## config.mk

```make
export PLATFORM = sky130hd
export DESIGN_NAME = issue_stage
export DESIGN_NICKNAME = d
export VERILOG_FILES = /design/src/verilog/rv32i_pkg.sv /design/src/verilog/tomasulo_pkg.sv /design/src/verilog/instr_decoder.sv /design/src/verilog/operand_bypass.sv /design/src/verilog/dispatch_ctrl.sv /design/src/verilog/issue_stage.sv
export SDC_FILE = /design/constraint.sdc
export NUM_CORES = 1
export LEC_CHECK = 0
export BUFFER_PORTS_ARGS = -buffer_cell sky130_fd_sc_hd__buf_2
export CAP_MARGIN = 10
export CORE_AREA = 5 5 354 356
export DETAILED_ROUTE_END_ITERATION = 6
export DIE_AREA = 0 0 359 361
export PLACE_DENSITY_LB_ADDON = 0.2
export SYNTH_ARGS = -nofsm -noshare
export SYNTH_HDL_FRONTEND = slang
export SYNTH_SLANG_ARGS = --single-unit
```

## constraint.sdc

```tcl
create_clock -name clk -period 3.05 [get_ports clk]
set_input_delay 0 -clock clk [delete_from_list [all_inputs] [get_ports clk]]
set_output_delay 0 -clock clk [all_outputs]
set_load 0.02 [all_outputs]
```

## src/verilog/rv32i_pkg.sv

```systemverilog
package rv32i_pkg;

    localparam int XLEN       = 32;
    localparam int REG_ADDR_W = 5;

    // Major opcodes handled by the issue stage
    typedef enum logic [6:0] {
        op_lui   = 7'b0110111,
        op_auipc = 7'b0010111,
        op_imm   = 7'b0010011,
        op_reg   = 7'b0110011
    } rv32i_opcode_e;

    typedef enum logic [2:0] {
        f3_add  = 3'b000,  // Also sub
        f3_sll  = 3'b001,
        f3_slt  = 3'b010,
        f3_sltu = 3'b011,
        f3_xor  = 3'b100,
        f3_sr   = 3'b101,  // srl and sra
        f3_or   = 3'b110,
        f3_and  = 3'b111
    } arith_funct3_e;

    // Encoded as {funct7[5], funct3}
    typedef enum logic [3:0] {
        alu_add = 4'b0000,
        alu_sll = 4'b0001,
        alu_xor = 4'b0100,
        alu_srl = 4'b0101,
        alu_or  = 4'b0110,
        alu_and = 4'b0111,
        alu_sub = 4'b1000,
        alu_sra = 4'b1101
    } alu_op_e;

    // Same code as funct3
    typedef enum logic [2:0] {
        cmp_slt  = 3'b010,
        cmp_sltu = 3'b011
    } cmp_op_e;

endpackage

```

## src/verilog/tomasulo_pkg.sv

```systemverilog
package tomasulo_pkg;

    localparam int ROB_DEPTH = 16;
    localparam int TAG_W     = 4;  // Tag 0 means no producer

    typedef logic [TAG_W-1:0] rob_tag_t;

    typedef struct packed {
        logic [rv32i_pkg::XLEN-1:0] pc;
        logic [rv32i_pkg::XLEN-1:0] instr;
    } iq_entry_t;

    typedef struct packed {
        logic                       ready;
        rob_tag_t                   tag;
        logic [rv32i_pkg::XLEN-1:0] value;
    } operand_t;

    typedef struct packed {
        logic                       ready;
        logic [rv32i_pkg::XLEN-1:0] value;
    } rob_entry_t;

    typedef rob_entry_t [ROB_DEPTH-1:0] rob_view_t;

    typedef struct packed {
        logic [rv32i_pkg::XLEN-1:0] vj;
        rob_tag_t                   qj;
        logic [rv32i_pkg::XLEN-1:0] vk;
        rob_tag_t                   qk;
    } regfile_rd_t;

    typedef enum logic [1:0] {
        cls_none = 2'd0,
        cls_alu  = 2'd1,
        cls_cmp  = 2'd2
    } instr_class_e;

    typedef struct packed {
        instr_class_e                     cls;
        rv32i_pkg::alu_op_e               alu_op;
        rv32i_pkg::cmp_op_e               cmp_op;
        rv32i_pkg::rv32i_opcode_e         opcode;
        logic [rv32i_pkg::REG_ADDR_W-1:0] rd;
        logic                             uses_rs1;
        logic                             uses_rs2;
        logic [rv32i_pkg::XLEN-1:0]       imm;
        logic                             op1_pc;  // Unused rs1 becomes PC, else zero
        logic [rv32i_pkg::XLEN-1:0]       pc;
    } decoded_t;

    typedef struct packed {
        logic               valid;
        rv32i_pkg::alu_op_e op;
        operand_t           src1;
        operand_t           src2;
        rob_tag_t           tag;
    } alu_rs_entry_t;

    typedef struct packed {
        logic               valid;
        rv32i_pkg::cmp_op_e op;
        operand_t           src1;
        operand_t           src2;
        rob_tag_t           tag;
    } cmp_rs_entry_t;

    typedef struct packed {
        logic                             valid;
        logic [rv32i_pkg::XLEN-1:0]       pc;
        rv32i_pkg::rv32i_opcode_e         opcode;
        logic [rv32i_pkg::REG_ADDR_W-1:0] rd;
    } rob_alloc_t;

    typedef struct packed {
        logic                             valid;
        logic [rv32i_pkg::REG_ADDR_W-1:0] rd;
        rob_tag_t                         tag;
    } rat_update_t;

endpackage

```

## src/verilog/instr_decoder.sv

```systemverilog
module instr_decoder (
    input  tomasulo_pkg::iq_entry_t           iq_head_i,
    output tomasulo_pkg::decoded_t            dec_o,
    output logic [rv32i_pkg::REG_ADDR_W-1:0]  rs1_o,
    output logic [rv32i_pkg::REG_ADDR_W-1:0]  rs2_o
);

    logic [rv32i_pkg::XLEN-1:0] instr;
    logic [2:0]                 funct3;
    logic                       funct7_5;
    logic                       is_reg;
    rv32i_pkg::rv32i_opcode_e   opcode;
    logic [rv32i_pkg::XLEN-1:0] i_imm;
    logic [rv32i_pkg::XLEN-1:0] u_imm;

    assign instr    = iq_head_i.instr;
    assign funct3   = instr[14:12];
    assign funct7_5 = instr[30];
    assign opcode   = rv32i_pkg::rv32i_opcode_e'(instr[6:0]);
    assign is_reg   = (opcode == rv32i_pkg::op_reg);
    assign i_imm    = {{20{instr[31]}}, instr[31:20]};
    assign u_imm    = {instr[31:12], 12'h000};

    assign rs1_o = instr[19:15];
    assign rs2_o = instr[24:20];

    always_comb begin
        dec_o.cls      = tomasulo_pkg::cls_none;
        dec_o.alu_op   = rv32i_pkg::alu_add;
        dec_o.cmp_op   = rv32i_pkg::cmp_slt;
        dec_o.opcode   = opcode;
        dec_o.rd       = instr[11:7];
        dec_o.uses_rs1 = 1'b0;
        dec_o.uses_rs2 = 1'b0;
        dec_o.imm      = i_imm;
        dec_o.op1_pc   = 1'b0;
        dec_o.pc       = iq_head_i.pc;

        case (opcode)
            rv32i_pkg::op_lui: begin
                dec_o.cls = tomasulo_pkg::cls_alu;  // 0 + imm
                dec_o.imm = u_imm;
            end

            rv32i_pkg::op_auipc: begin
                dec_o.cls    = tomasulo_pkg::cls_alu;  // PC + imm
                dec_o.imm    = u_imm;
                dec_o.op1_pc = 1'b1;
            end

            rv32i_pkg::op_imm, rv32i_pkg::op_reg: begin
                dec_o.uses_rs1 = 1'b1;
                dec_o.uses_rs2 = is_reg;
                case (rv32i_pkg::arith_funct3_e'(funct3))
                    rv32i_pkg::f3_slt, rv32i_pkg::f3_sltu: begin
                        dec_o.cls    = tomasulo_pkg::cls_cmp;
                        dec_o.cmp_op = rv32i_pkg::cmp_op_e'(funct3);
                    end
                    rv32i_pkg::f3_add: begin
                        // No SUBI, bit 30 of an I-immediate is data
                        dec_o.cls    = tomasulo_pkg::cls_alu;
                        dec_o.alu_op = rv32i_pkg::alu_op_e'({funct7_5 & is_reg, funct3});
                    end
                    rv32i_pkg::f3_sr: begin
                        dec_o.cls    = tomasulo_pkg::cls_alu;
                        dec_o.alu_op = rv32i_pkg::alu_op_e'({funct7_5, funct3});
                    end
                    default: begin
                        dec_o.cls    = tomasulo_pkg::cls_alu;
                        dec_o.alu_op = rv32i_pkg::alu_op_e'({1'b0, funct3});
                    end
                endcase
            end

            default: ;  // Anything else is dropped by dispatch
        endcase
    end

endmodule

```

## src/verilog/operand_bypass.sv

```systemverilog
module operand_bypass (
    input  tomasulo_pkg::regfile_rd_t regfile_rd_i,
    input  tomasulo_pkg::rob_view_t   rob_view_i,
    output tomasulo_pkg::operand_t    op_a_o,
    output tomasulo_pkg::operand_t    op_b_o
);

    // Take a finished ROB result over the stale register file value
    function automatic tomasulo_pkg::operand_t pick_src(
        input logic [rv32i_pkg::XLEN-1:0] rf_value,
        input tomasulo_pkg::rob_tag_t     rf_tag,
        input tomasulo_pkg::rob_view_t    rob
    );
        tomasulo_pkg::operand_t op;
        if (rf_tag != '0 && rob[rf_tag].ready) begin
            op.ready = 1'b1;
            op.tag   = '0;
            op.value = rob[rf_tag].value;
        end else begin
            op.ready = (rf_tag == '0);
            op.tag   = rf_tag;
            op.value = rf_value;
        end
        return op;
    endfunction

    always_comb begin
        op_a_o = pick_src(regfile_rd_i.vj, regfile_rd_i.qj, rob_view_i);
        op_b_o = pick_src(regfile_rd_i.vk, regfile_rd_i.qk, rob_view_i);
    end

endmodule

```

## src/verilog/dispatch_ctrl.sv

```systemverilog
module dispatch_ctrl (
    input  logic                        clk,
    input  logic                        rst_n_i,
    input  logic                        flush_i,
    input  logic                        iq_empty_i,
    input  tomasulo_pkg::decoded_t      dec_i,
    input  tomasulo_pkg::operand_t      op_a_i,
    input  tomasulo_pkg::operand_t      op_b_i,
    input  tomasulo_pkg::rob_tag_t      rob_free_tag_i,
    input  logic                        rob_full_i,
    input  logic                        alu_rs_full_i,
    input  logic                        cmp_rs_full_i,
    output logic                        iq_pop_o,
    output tomasulo_pkg::alu_rs_entry_t alu_issue_o,
    output tomasulo_pkg::cmp_rs_entry_t cmp_issue_o,
    output tomasulo_pkg::rob_alloc_t    rob_alloc_o,
    output tomasulo_pkg::rat_update_t   rat_update_o
);

    logic                   is_cmp;
    logic                   slot_ok;
    logic                   discard;
    logic                   rs_full;
    logic                   accept;
    tomasulo_pkg::operand_t src1;
    tomasulo_pkg::operand_t src2;

    logic                             alu_vld_q;
    logic                             cmp_vld_q;
    logic                             alloc_vld_q;
    tomasulo_pkg::operand_t           src1_q;
    tomasulo_pkg::operand_t           src2_q;
    rv32i_pkg::alu_op_e               alu_op_q;
    rv32i_pkg::cmp_op_e               cmp_op_q;
    tomasulo_pkg::rob_tag_t           tag_q;
    logic [rv32i_pkg::XLEN-1:0]       pc_q;
    rv32i_pkg::rv32i_opcode_e         opcode_q;
    logic [rv32i_pkg::REG_ADDR_W-1:0] rd_q;

    assign is_cmp  = (dec_i.cls == tomasulo_pkg::cls_cmp);
    assign slot_ok = !iq_empty_i && !flush_i && !rob_full_i;
    assign discard = (dec_i.rd == '0) || (dec_i.cls == tomasulo_pkg::cls_none);
    assign rs_full = is_cmp ? cmp_rs_full_i : alu_rs_full_i;
    assign accept  = slot_ok && !discard && !rs_full && (rob_free_tag_i != '0);

    // Discards leave the queue without needing a station or a tag
    assign iq_pop_o = accept || (slot_ok && discard);

    always_comb begin
        src1 = op_a_i;
        if (!dec_i.uses_rs1) begin
            src1.ready = 1'b1;
            src1.tag   = '0;
            src1.value = dec_i.op1_pc ? dec_i.pc : '0;
        end
        src2 = op_b_i;
        if (!dec_i.uses_rs2) begin
            src2.ready = 1'b1;  // Immediate
            src2.tag   = '0;
            src2.value = dec_i.imm;
        end
    end

    always_ff @(posedge clk or negedge rst_n_i) begin
        if (!rst_n_i) begin
            alu_vld_q   <= 1'b0;
            cmp_vld_q   <= 1'b0;
            alloc_vld_q <= 1'b0;
        end else begin
            alu_vld_q   <= accept && !is_cmp;
            cmp_vld_q   <= accept && is_cmp;
            alloc_vld_q <= accept;
        end
    end

    always_ff @(posedge clk) begin
        if (accept) begin
            src1_q   <= src1;
            src2_q   <= src2;
            alu_op_q <= dec_i.alu_op;
            cmp_op_q <= dec_i.cmp_op;
            tag_q    <= rob_free_tag_i;
            pc_q     <= dec_i.pc;
            opcode_q <= dec_i.opcode;
            rd_q     <= dec_i.rd;
        end
    end

    always_comb begin
        alu_issue_o.valid   = alu_vld_q;
        alu_issue_o.op      = alu_op_q;
        alu_issue_o.src1    = src1_q;
        alu_issue_o.src2    = src2_q;
        alu_issue_o.tag     = tag_q;
        cmp_issue_o.valid   = cmp_vld_q;
        cmp_issue_o.op      = cmp_op_q;
        cmp_issue_o.src1    = src1_q;
        cmp_issue_o.src2    = src2_q;
        cmp_issue_o.tag     = tag_q;
        rob_alloc_o.valid   = alloc_vld_q;
        rob_alloc_o.pc      = pc_q;
        rob_alloc_o.opcode  = opcode_q;
        rob_alloc_o.rd      = rd_q;
        rat_update_o.valid  = alloc_vld_q;  // Rename with the same tag as the ROB slot
        rat_update_o.rd     = rd_q;
        rat_update_o.tag    = tag_q;
    end

    a_one_station: assert property (@(posedge clk) disable iff (!rst_n_i)
        !(alu_issue_o.valid && cmp_issue_o.valid))
        else $error("issue to both stations");

    a_tag_nonzero: assert property (@(posedge clk) disable iff (!rst_n_i)
        rob_alloc_o.valid |-> (rat_update_o.tag != '0))
        else $error("issued without a valid ROB tag");

endmodule

```

## src/verilog/issue_stage.sv

```systemverilog
module issue_stage (
    input  logic                              clk,
    input  logic                              rst_n_i,
    input  logic                              flush_i,
    input  tomasulo_pkg::iq_entry_t           iq_head_i,
    input  logic                              iq_empty_i,
    output logic                              iq_pop_o,
    input  tomasulo_pkg::regfile_rd_t         regfile_rd_i,
    output logic [rv32i_pkg::REG_ADDR_W-1:0]  rs1_o,
    output logic [rv32i_pkg::REG_ADDR_W-1:0]  rs2_o,
    input  tomasulo_pkg::rob_view_t           rob_view_i,
    input  tomasulo_pkg::rob_tag_t            rob_free_tag_i,
    input  logic                              rob_full_i,
    input  logic                              alu_rs_full_i,
    input  logic                              cmp_rs_full_i,
    output tomasulo_pkg::alu_rs_entry_t       alu_issue_o,
    output tomasulo_pkg::cmp_rs_entry_t       cmp_issue_o,
    output tomasulo_pkg::rob_alloc_t          rob_alloc_o,
    output tomasulo_pkg::rat_update_t         rat_update_o
);

    tomasulo_pkg::decoded_t dec;
    tomasulo_pkg::operand_t op_a;
    tomasulo_pkg::operand_t op_b;

    instr_decoder u_instr_decoder (
        .iq_head_i (iq_head_i),
        .dec_o     (dec),
        .rs1_o     (rs1_o),
        .rs2_o     (rs2_o)
    );

    operand_bypass u_operand_bypass (
        .regfile_rd_i (regfile_rd_i),
        .rob_view_i   (rob_view_i),
        .op_a_o       (op_a),
        .op_b_o       (op_b)
    );

    dispatch_ctrl u_dispatch_ctrl (
        .clk            (clk),
        .rst_n_i        (rst_n_i),
        .flush_i        (flush_i),
        .iq_empty_i     (iq_empty_i),
        .dec_i          (dec),
        .op_a_i         (op_a),
        .op_b_i         (op_b),
        .rob_free_tag_i (rob_free_tag_i),
        .rob_full_i     (rob_full_i),
        .alu_rs_full_i  (alu_rs_full_i),
        .cmp_rs_full_i  (cmp_rs_full_i),
        .iq_pop_o       (iq_pop_o),
        .alu_issue_o    (alu_issue_o),
        .cmp_issue_o    (cmp_issue_o),
        .rob_alloc_o    (rob_alloc_o),
        .rat_update_o   (rat_update_o)
    );

endmodule

```

==> flow_summary.ini, run 1 <==
[status]
status = completed

[floorplanning]
start_util_pct = 11.6
core_um2 = 121000
die_width_um = 359
io_pins = 906
dieArea_um2 = 130000
rows = 128
die_y_um = 361

[critical_path]
cp_data_arrival_time_ns = 3.04
cp-end-kind = flip-flop
path_max_fanout = 40
crit_chain = buf_8 -> buf_4 -> mux4_2 -> a22oi_1 -> nand2_1 -> mux2i_1 -> o21ai_1 -> dlygate4sd3_1
path_class = input port to flip-flop
startpoint_type = input port
cp_top_family = buffers and inverters
crit_required_ns = 3.27
max_stage_delay_ns = 0.58
crit_buf_inv = 3
cp_slowest_cell = dlygate4sd3_1

[power]
comb_power_share_pct = 38.4
seqPwrFrac_pct = 28.6
ir_drop_v = 0.000393
p_leak_nw = 8.79
swShare_pct = 33.0
p_per_area_nw_per_um2 = 311
p_int_mw = 4.65
power_switching_mw = 2.29
clkPwrFrac_pct = 33.0

[final_layout]
area_growth_pct = 58.8
nets = 2669
regArea_um2 = 3950
layout_commonest_cell = buf_2
final_cell_mix = buf_2, mux4_2, dlygate4sd3_1
nFillCells = 13600
drive_gt1_share_pct = 64.4
final_cell_area_um2 = 22300
fin_cells = 3648
multi_input_area_um2 = 8870

[placement]
dpl.hpwl_um = 89500
gp_congestion = 0.899
placed_cell_area_um2 = 20200
portBuffers = 904
placedCellCount = 3457

[route]
routed_wl_um = 105000
met3_length_um = 7090
drc = 0
met1_length_um = 44400
wire_per_inst_um = 28.7
wl_met2_um = 51200
topRoutingLayerUsed = met5
drt-vias-per-instance = 4.08
ant_nets = 0
drtPass1Iterations = 5
dr_total_vias = 14900
drtIter0Drc = 1023

[cts]
cts_tree = yes
post_cts_resized = 0
postCtsSetupRepairBufs = 0
cts_buffers = 17
cts_sinks = 132
h-tree-depth = 4
cts_root_buffer = clkbuf_16
path_clk_slew_ns = 0.06
cts_max_path_buffers = 2
cts_hold_buf = 142

[timing]
hold_viol_final = 0
setup_violations = 0
rsz0062_at_grt = no
slew_viol_final = 0
period_share_pct = 92.4
fmax_ghz = 0.355
finalCriticalPeriod_ns = 2.82
worstMarginPinSlew_ns = 0.835
fin_hold_ws_ns = 0.0285
slew_headroom_pct = 44.3

[logic_synthesis]
synth_edf_count = 129
synthCells = 1061
async_flop_share_pct = 2.27
synth-seq-cells = 132
ys_warn_count = 0
syn_area_um2 = 14100
ys_seq_area_share_pct = 28.1
syn_nets = 1736
synthFlopType = edfxtp_1
synth_cell_types = 37
synth.avg_cell_area_um2 = 13.2

[grt]
grt_max_degree = 60
overflow = 0
grt_usage_pct = 15.4
antenna_found_initial = 49
grt_pass1_vias = 16300
grt_pass1_wl_um = 138000

[worst_hold_path]
hold_path_class = input port to flip-flop

[flow_run]
maxCapViolations = 0
## registers in the layout (all words and copies together), names as in the netlist
| name | count |
|---|---|
| u_dispatch_ctrl.alloc_vld_q | 1 |
| u_dispatch_ctrl.alu_issue_o | 74 |
| u_dispatch_ctrl.alu_op_q | 4 |
| u_dispatch_ctrl.alu_vld_q | 1 |
| u_dispatch_ctrl.cmp_op_q | 3 |
| u_dispatch_ctrl.cmp_vld_q | 1 |
| u_dispatch_ctrl.opcode_q | 7 |
| u_dispatch_ctrl.pc_q | 32 |
| u_dispatch_ctrl.rd_q | 5 |
| u_dispatch_ctrl.tag_q | 4 |
## kinds of logic (layout without fill, tap and decap cells)
| kind of cell | Yosys count | count (layout) | synth area share, % |
|---|---|---|---|
| multiplexers | 334 | 334 | 47.2 |
| AO/OA/AOI/OAI | 219 | 219 | 10.4 |
| buffers and inverters | 216 | 1162 | 9.28 |
| AND/OR/NAND/NOR | 158 | 158 | 4.99 |
| flip-flops | 132 | 132 | 28.1 |
| other | 2 | 18 | 0.0534 |
## power by group through the flow
stage	registers (mW)	logic, mW	clock network, mW
after floorplan	2.03	1.23	0
after global placement	2.03	2.52	0
after detailed placement	2.03	2.55	0
final	1.99	2.67	2.29
after global routing	1.99	2.85	2.44
after CTS	1.99	2.71	2.38
## area by class of cell
cell class,count,share of cell area [%]
Clock inverter,13,0.824
Timing Repair Buffer,1126,30.4
Clock buffer,19,1.94
Multi-Input combinational cell,713,39.8
Tap cell,1625,9.11
Inverter,4,0.0841
Sequential cell,132,17.7
Antenna cell,16,0.179
## tightest hold or removal path: stages
cell	delay, ns
buf_2	0.14
nand3_1	0.14
o21ai_1	0.10
## per-stage QoR
stage	utilization [%]	power [mW]	TNS, ns	setup WS, ns
finish	18.4	6.95	0	0.232
global route	18.4	7.27	0	0.162
CTS	18.3	7.07	0	0.270
detailed placement	16.7	4.58	0	0.268
global placement	16.7	4.54	0	0.228
floorplan	-	3.26	-15.08	-0.117
## cells in the mapped netlist (2+ instances only)
cell / instances / area [um2]
nor2b_1: 6 / 37.5
a22oi_1: 127 / 953
conb_1: 2 / 7.51
a21oi_1: 22 / 110
o21ai_0: 7 / 35.0
edfxtp_1: 129 / 3870
buf_8: 3 / 45.0
nand3_1: 13 / 65.1
buf_2: 31 / 155
and2_1: 11 / 68.8
nor3_1: 5 / 25.0
nor2_1: 11 / 41.3
dfrtp_1: 3 / 75.1
o21ai_1: 55 / 275
buf_1: 3 / 11.3
mux4_2: 263 / 5920
inv_1: 4 / 15.0
o21ai_4: 2 / 32.5
buf_4: 102 / 766
and3_1: 4 / 25.0
nand2_1: 100 / 375
o41ai_1: 2 / 17.5
mux2i_1: 71 / 711
clkbuf_1: 68 / 255
buf_6: 5 / 56.3
## layer usage
layer | global-route usage [%] | vias to the layer above
li1 | - | 6255
met1 | 19.8 | 7720
met2 | 26.3 | 780
met3 | 3.73 | 112
met4 | 2.97 | 24
met5 | 0 | -
## worst paths after layout
check | endpoint | slack (ns) | from | depth (start not counted)
hold / removal | u_dispatch_ctrl.alu_issue_o[10]$_DFFE_PP_ | 0.03 | iq_head_i[26] | 3
min in group asynchronous | u_dispatch_ctrl.alloc_vld_q$_DFF_PN0_ | 0.42 | rst_n_i | 3
setup / recovery | u_dispatch_ctrl.alu_issue_o[5]$_DFFE_PP_ | 0.23 | regfile_rd_i[0] | 8
max in group asynchronous | u_dispatch_ctrl.alu_vld_q$_DFF_PN0_ | 2.48 | rst_n_i | 3
Power figures use the tool's default switching activity.
==> run 2: changes to the inputs <==
--- a/config.mk
+++ b/config.mk
@@ -10,7 +10,8 @@
 export CORE_AREA = 5 5 354 356
 export DETAILED_ROUTE_END_ITERATION = 6
 export DIE_AREA = 0 0 359 361
-export PLACE_DENSITY_LB_ADDON = 0.2
+export PLACE_DENSITY = 0.42
+export SKIP_CTS_REPAIR_TIMING = 1
 export SYNTH_ARGS = -nofsm -noshare
 export SYNTH_HDL_FRONTEND = slang
 export SYNTH_SLANG_ARGS = --single-unit
==> run 2 against run 1 <==
Power is 1.5% lower. Setup slack worse by 0.077 ns. Utilization hardly changed. Maximum frequency is 2.7% lower. Final area is 0.26% higher. Clock-buffer cell count is 1 lower. Clock power is 5% lower. Global-route usage is 0.44 points higher. Sequential share of layout area hardly changed. Largest cell class unchanged.
==> flow_summary.ini, run 2 (synthesis results as in run 1) <==
[final_layout]
nFillCells = 13600
largest_reg_flops = 74
drive_gt1_share_pct = 64.7
final_cell_area_um2 = 22400
final_cell_mix = buf_2, mux4_2, dlygate4sd3_1
layout_commonest_cell = buf_2
area_growth_pct = 59.2
final_util_pct = 18.4
nets = 2681

[critical_path]
cp_top_family = buffers and inverters
crit_buf_inv = 5
path_max_fanout = 15
cp_slowest_cell = o21a_1
path_class = input port to flip-flop
cp_data_arrival_time_ns = 3.14
startpoint_type = input port
crit_chain = dlygate4sd3_1 -> buf_2 -> nor4bb_1 -> buf_4 -> nand2_1 -> o21a_1 -> buf_4 -> a21oi_1 -> o21ai_1 -> dlygate4sd3_1
crit_required_ns = 3.29
cp-end-kind = flip-flop
max_stage_delay_ns = 0.57

[cts]
cts_root_buffer = clkbuf_16
path_clk_slew_ns = 0.06
h-tree-depth = 4
cts_max_path_buffers = 2
cts_sinks = 132
cts_buffers = 17
cts_tree = yes

[timing]
rsz0062_at_grt = no
hold_viol_final = 0
finalSetupTns_ns = 0
period_share_pct = 94.9
slew_headroom_pct = 35.6
slew_viol_final = 0
finalCriticalPeriod_ns = 2.89
setup_violations = 0
worstMarginPinSlew_ns = 0.967
fmax_ghz = 0.345

[grt]
grt_max_degree = 69
grt_usage_pct = 15.8
antenna_found_initial = 69
grt_pass1_vias = 14900
grt_pass1_wl_um = 138000
overflow = 0

[floorplanning]
rows = 128
io_pins = 906
start_util_pct = 11.6
dieArea_um2 = 130000
die_y_um = 361
core_um2 = 121000
die_width_um = 359

[route]
routed_wl_um = 108000
drt-vias-per-instance = 4.10
drc = 0
dr_total_vias = 15000
wire_per_inst_um = 29.5
drtPass1Iterations = 5
ant_nets = 0
drtIter0Drc = 1252

[placement]
portBuffers = 904
gp_congestion = 0.889
placed_cell_area_um2 = 20300
dpl.hpwl_um = 93700

[power]
p_per_area_nw_per_um2 = 306
p_leak_nw = 8.83
ir_drop_v = 0.000482

[flow_run]
maxCapViolations = 0

[status]
status = completed

[worst_hold_path]
hold_path_class = input port to flip-flop
[run 2: cell types whose count changed in the layout (fill, tap and decap cells not counted), sizes merged]
cell / change
clkbuf: -1
dlygate4sd3: -2
bufinv: -2
diode: +3
buf: +14
inv: +3
[run 2: area by class of cell]
| cell class | instances | area [um2] | area share, % |
|---|---|---|---|
| well taps | 1625 | 2030 | 9.09 |
| clock buffers | 18 | 429 | 1.92 |
| multi-input cells | 713 | 8870 | 39.7 |
| repair buffers | 1138 | 6870 | 30.7 |
| flip-flops and latches | 132 | 3950 | 17.7 |
| inverters | 4 | 18.8 | 0.0839 |
| clock inverters | 14 | 153 | 0.682 |
| diodes | 19 | 47.5 | 0.213 |
[run 2: power by group]
group | switching, mW | internal (mW) | leakage [nW]
logic | 1.38 | 1.31 | 7.44
registers | 0.00194 | 1.98 | 1.11
clock network | 0.959 | 1.21 | 0.275
total | 2.34 | 4.50 | 8.83
[run 2: routing by layer]
| layer | vias up | track usage (%) | share of wire, % |
|---|---|---|---|
| li1 | 6291 | - | - |
| met1 | 7670 | 21.6 | 44 |
| met2 | 891 | 25.7 | 47 |
| met3 | 136 | 4.00 | 7.6 |
| met4 | 20 | 2.69 | 1.5 |
| met5 | - | 0 | 0.12 |
[run 2: path summary, 6_finish.rpt]
path	from	endpoint	slack (ns)	cells after the start
worst max-delay path	iq_head_i[6]	u_dispatch_ctrl.alu_issue_o[30]$_DFFE_PP_	0.16	10
worst min-delay path	iq_head_i[24]	u_dispatch_ctrl.alu_issue_o[28]$_DFFE_PP_	0.03	3
max in group asynchronous	rst_n_i	u_dispatch_ctrl.alloc_vld_q$_DFF_PN0_	2.53	3
min in group asynchronous	rst_n_i	u_dispatch_ctrl.cmp_vld_q$_DFF_PN0_	0.38	3
[run 2: worst min-delay path, stage by stage]
cell,delay (ns)
buf_2,0.19
a21oi_1,0.09
o21ai_0,0.11
[run 2: metrics by stage]
stage	cells	power [mW]	hold WS [ns]	setup slack, ns
2_1_floorplan	1061	3.26	-0.296	-0.117
3_3_place_gp	3471	4.59	-0.200	0.0105
3_5_place_dp	3471	4.60	-0.200	0.0293
4_1_cts	3503	6.79	-0.751	0.577
5_1_grt	3646	7.17	0.00269	0.0211
6_report	3663	6.84	0.0306	0.155
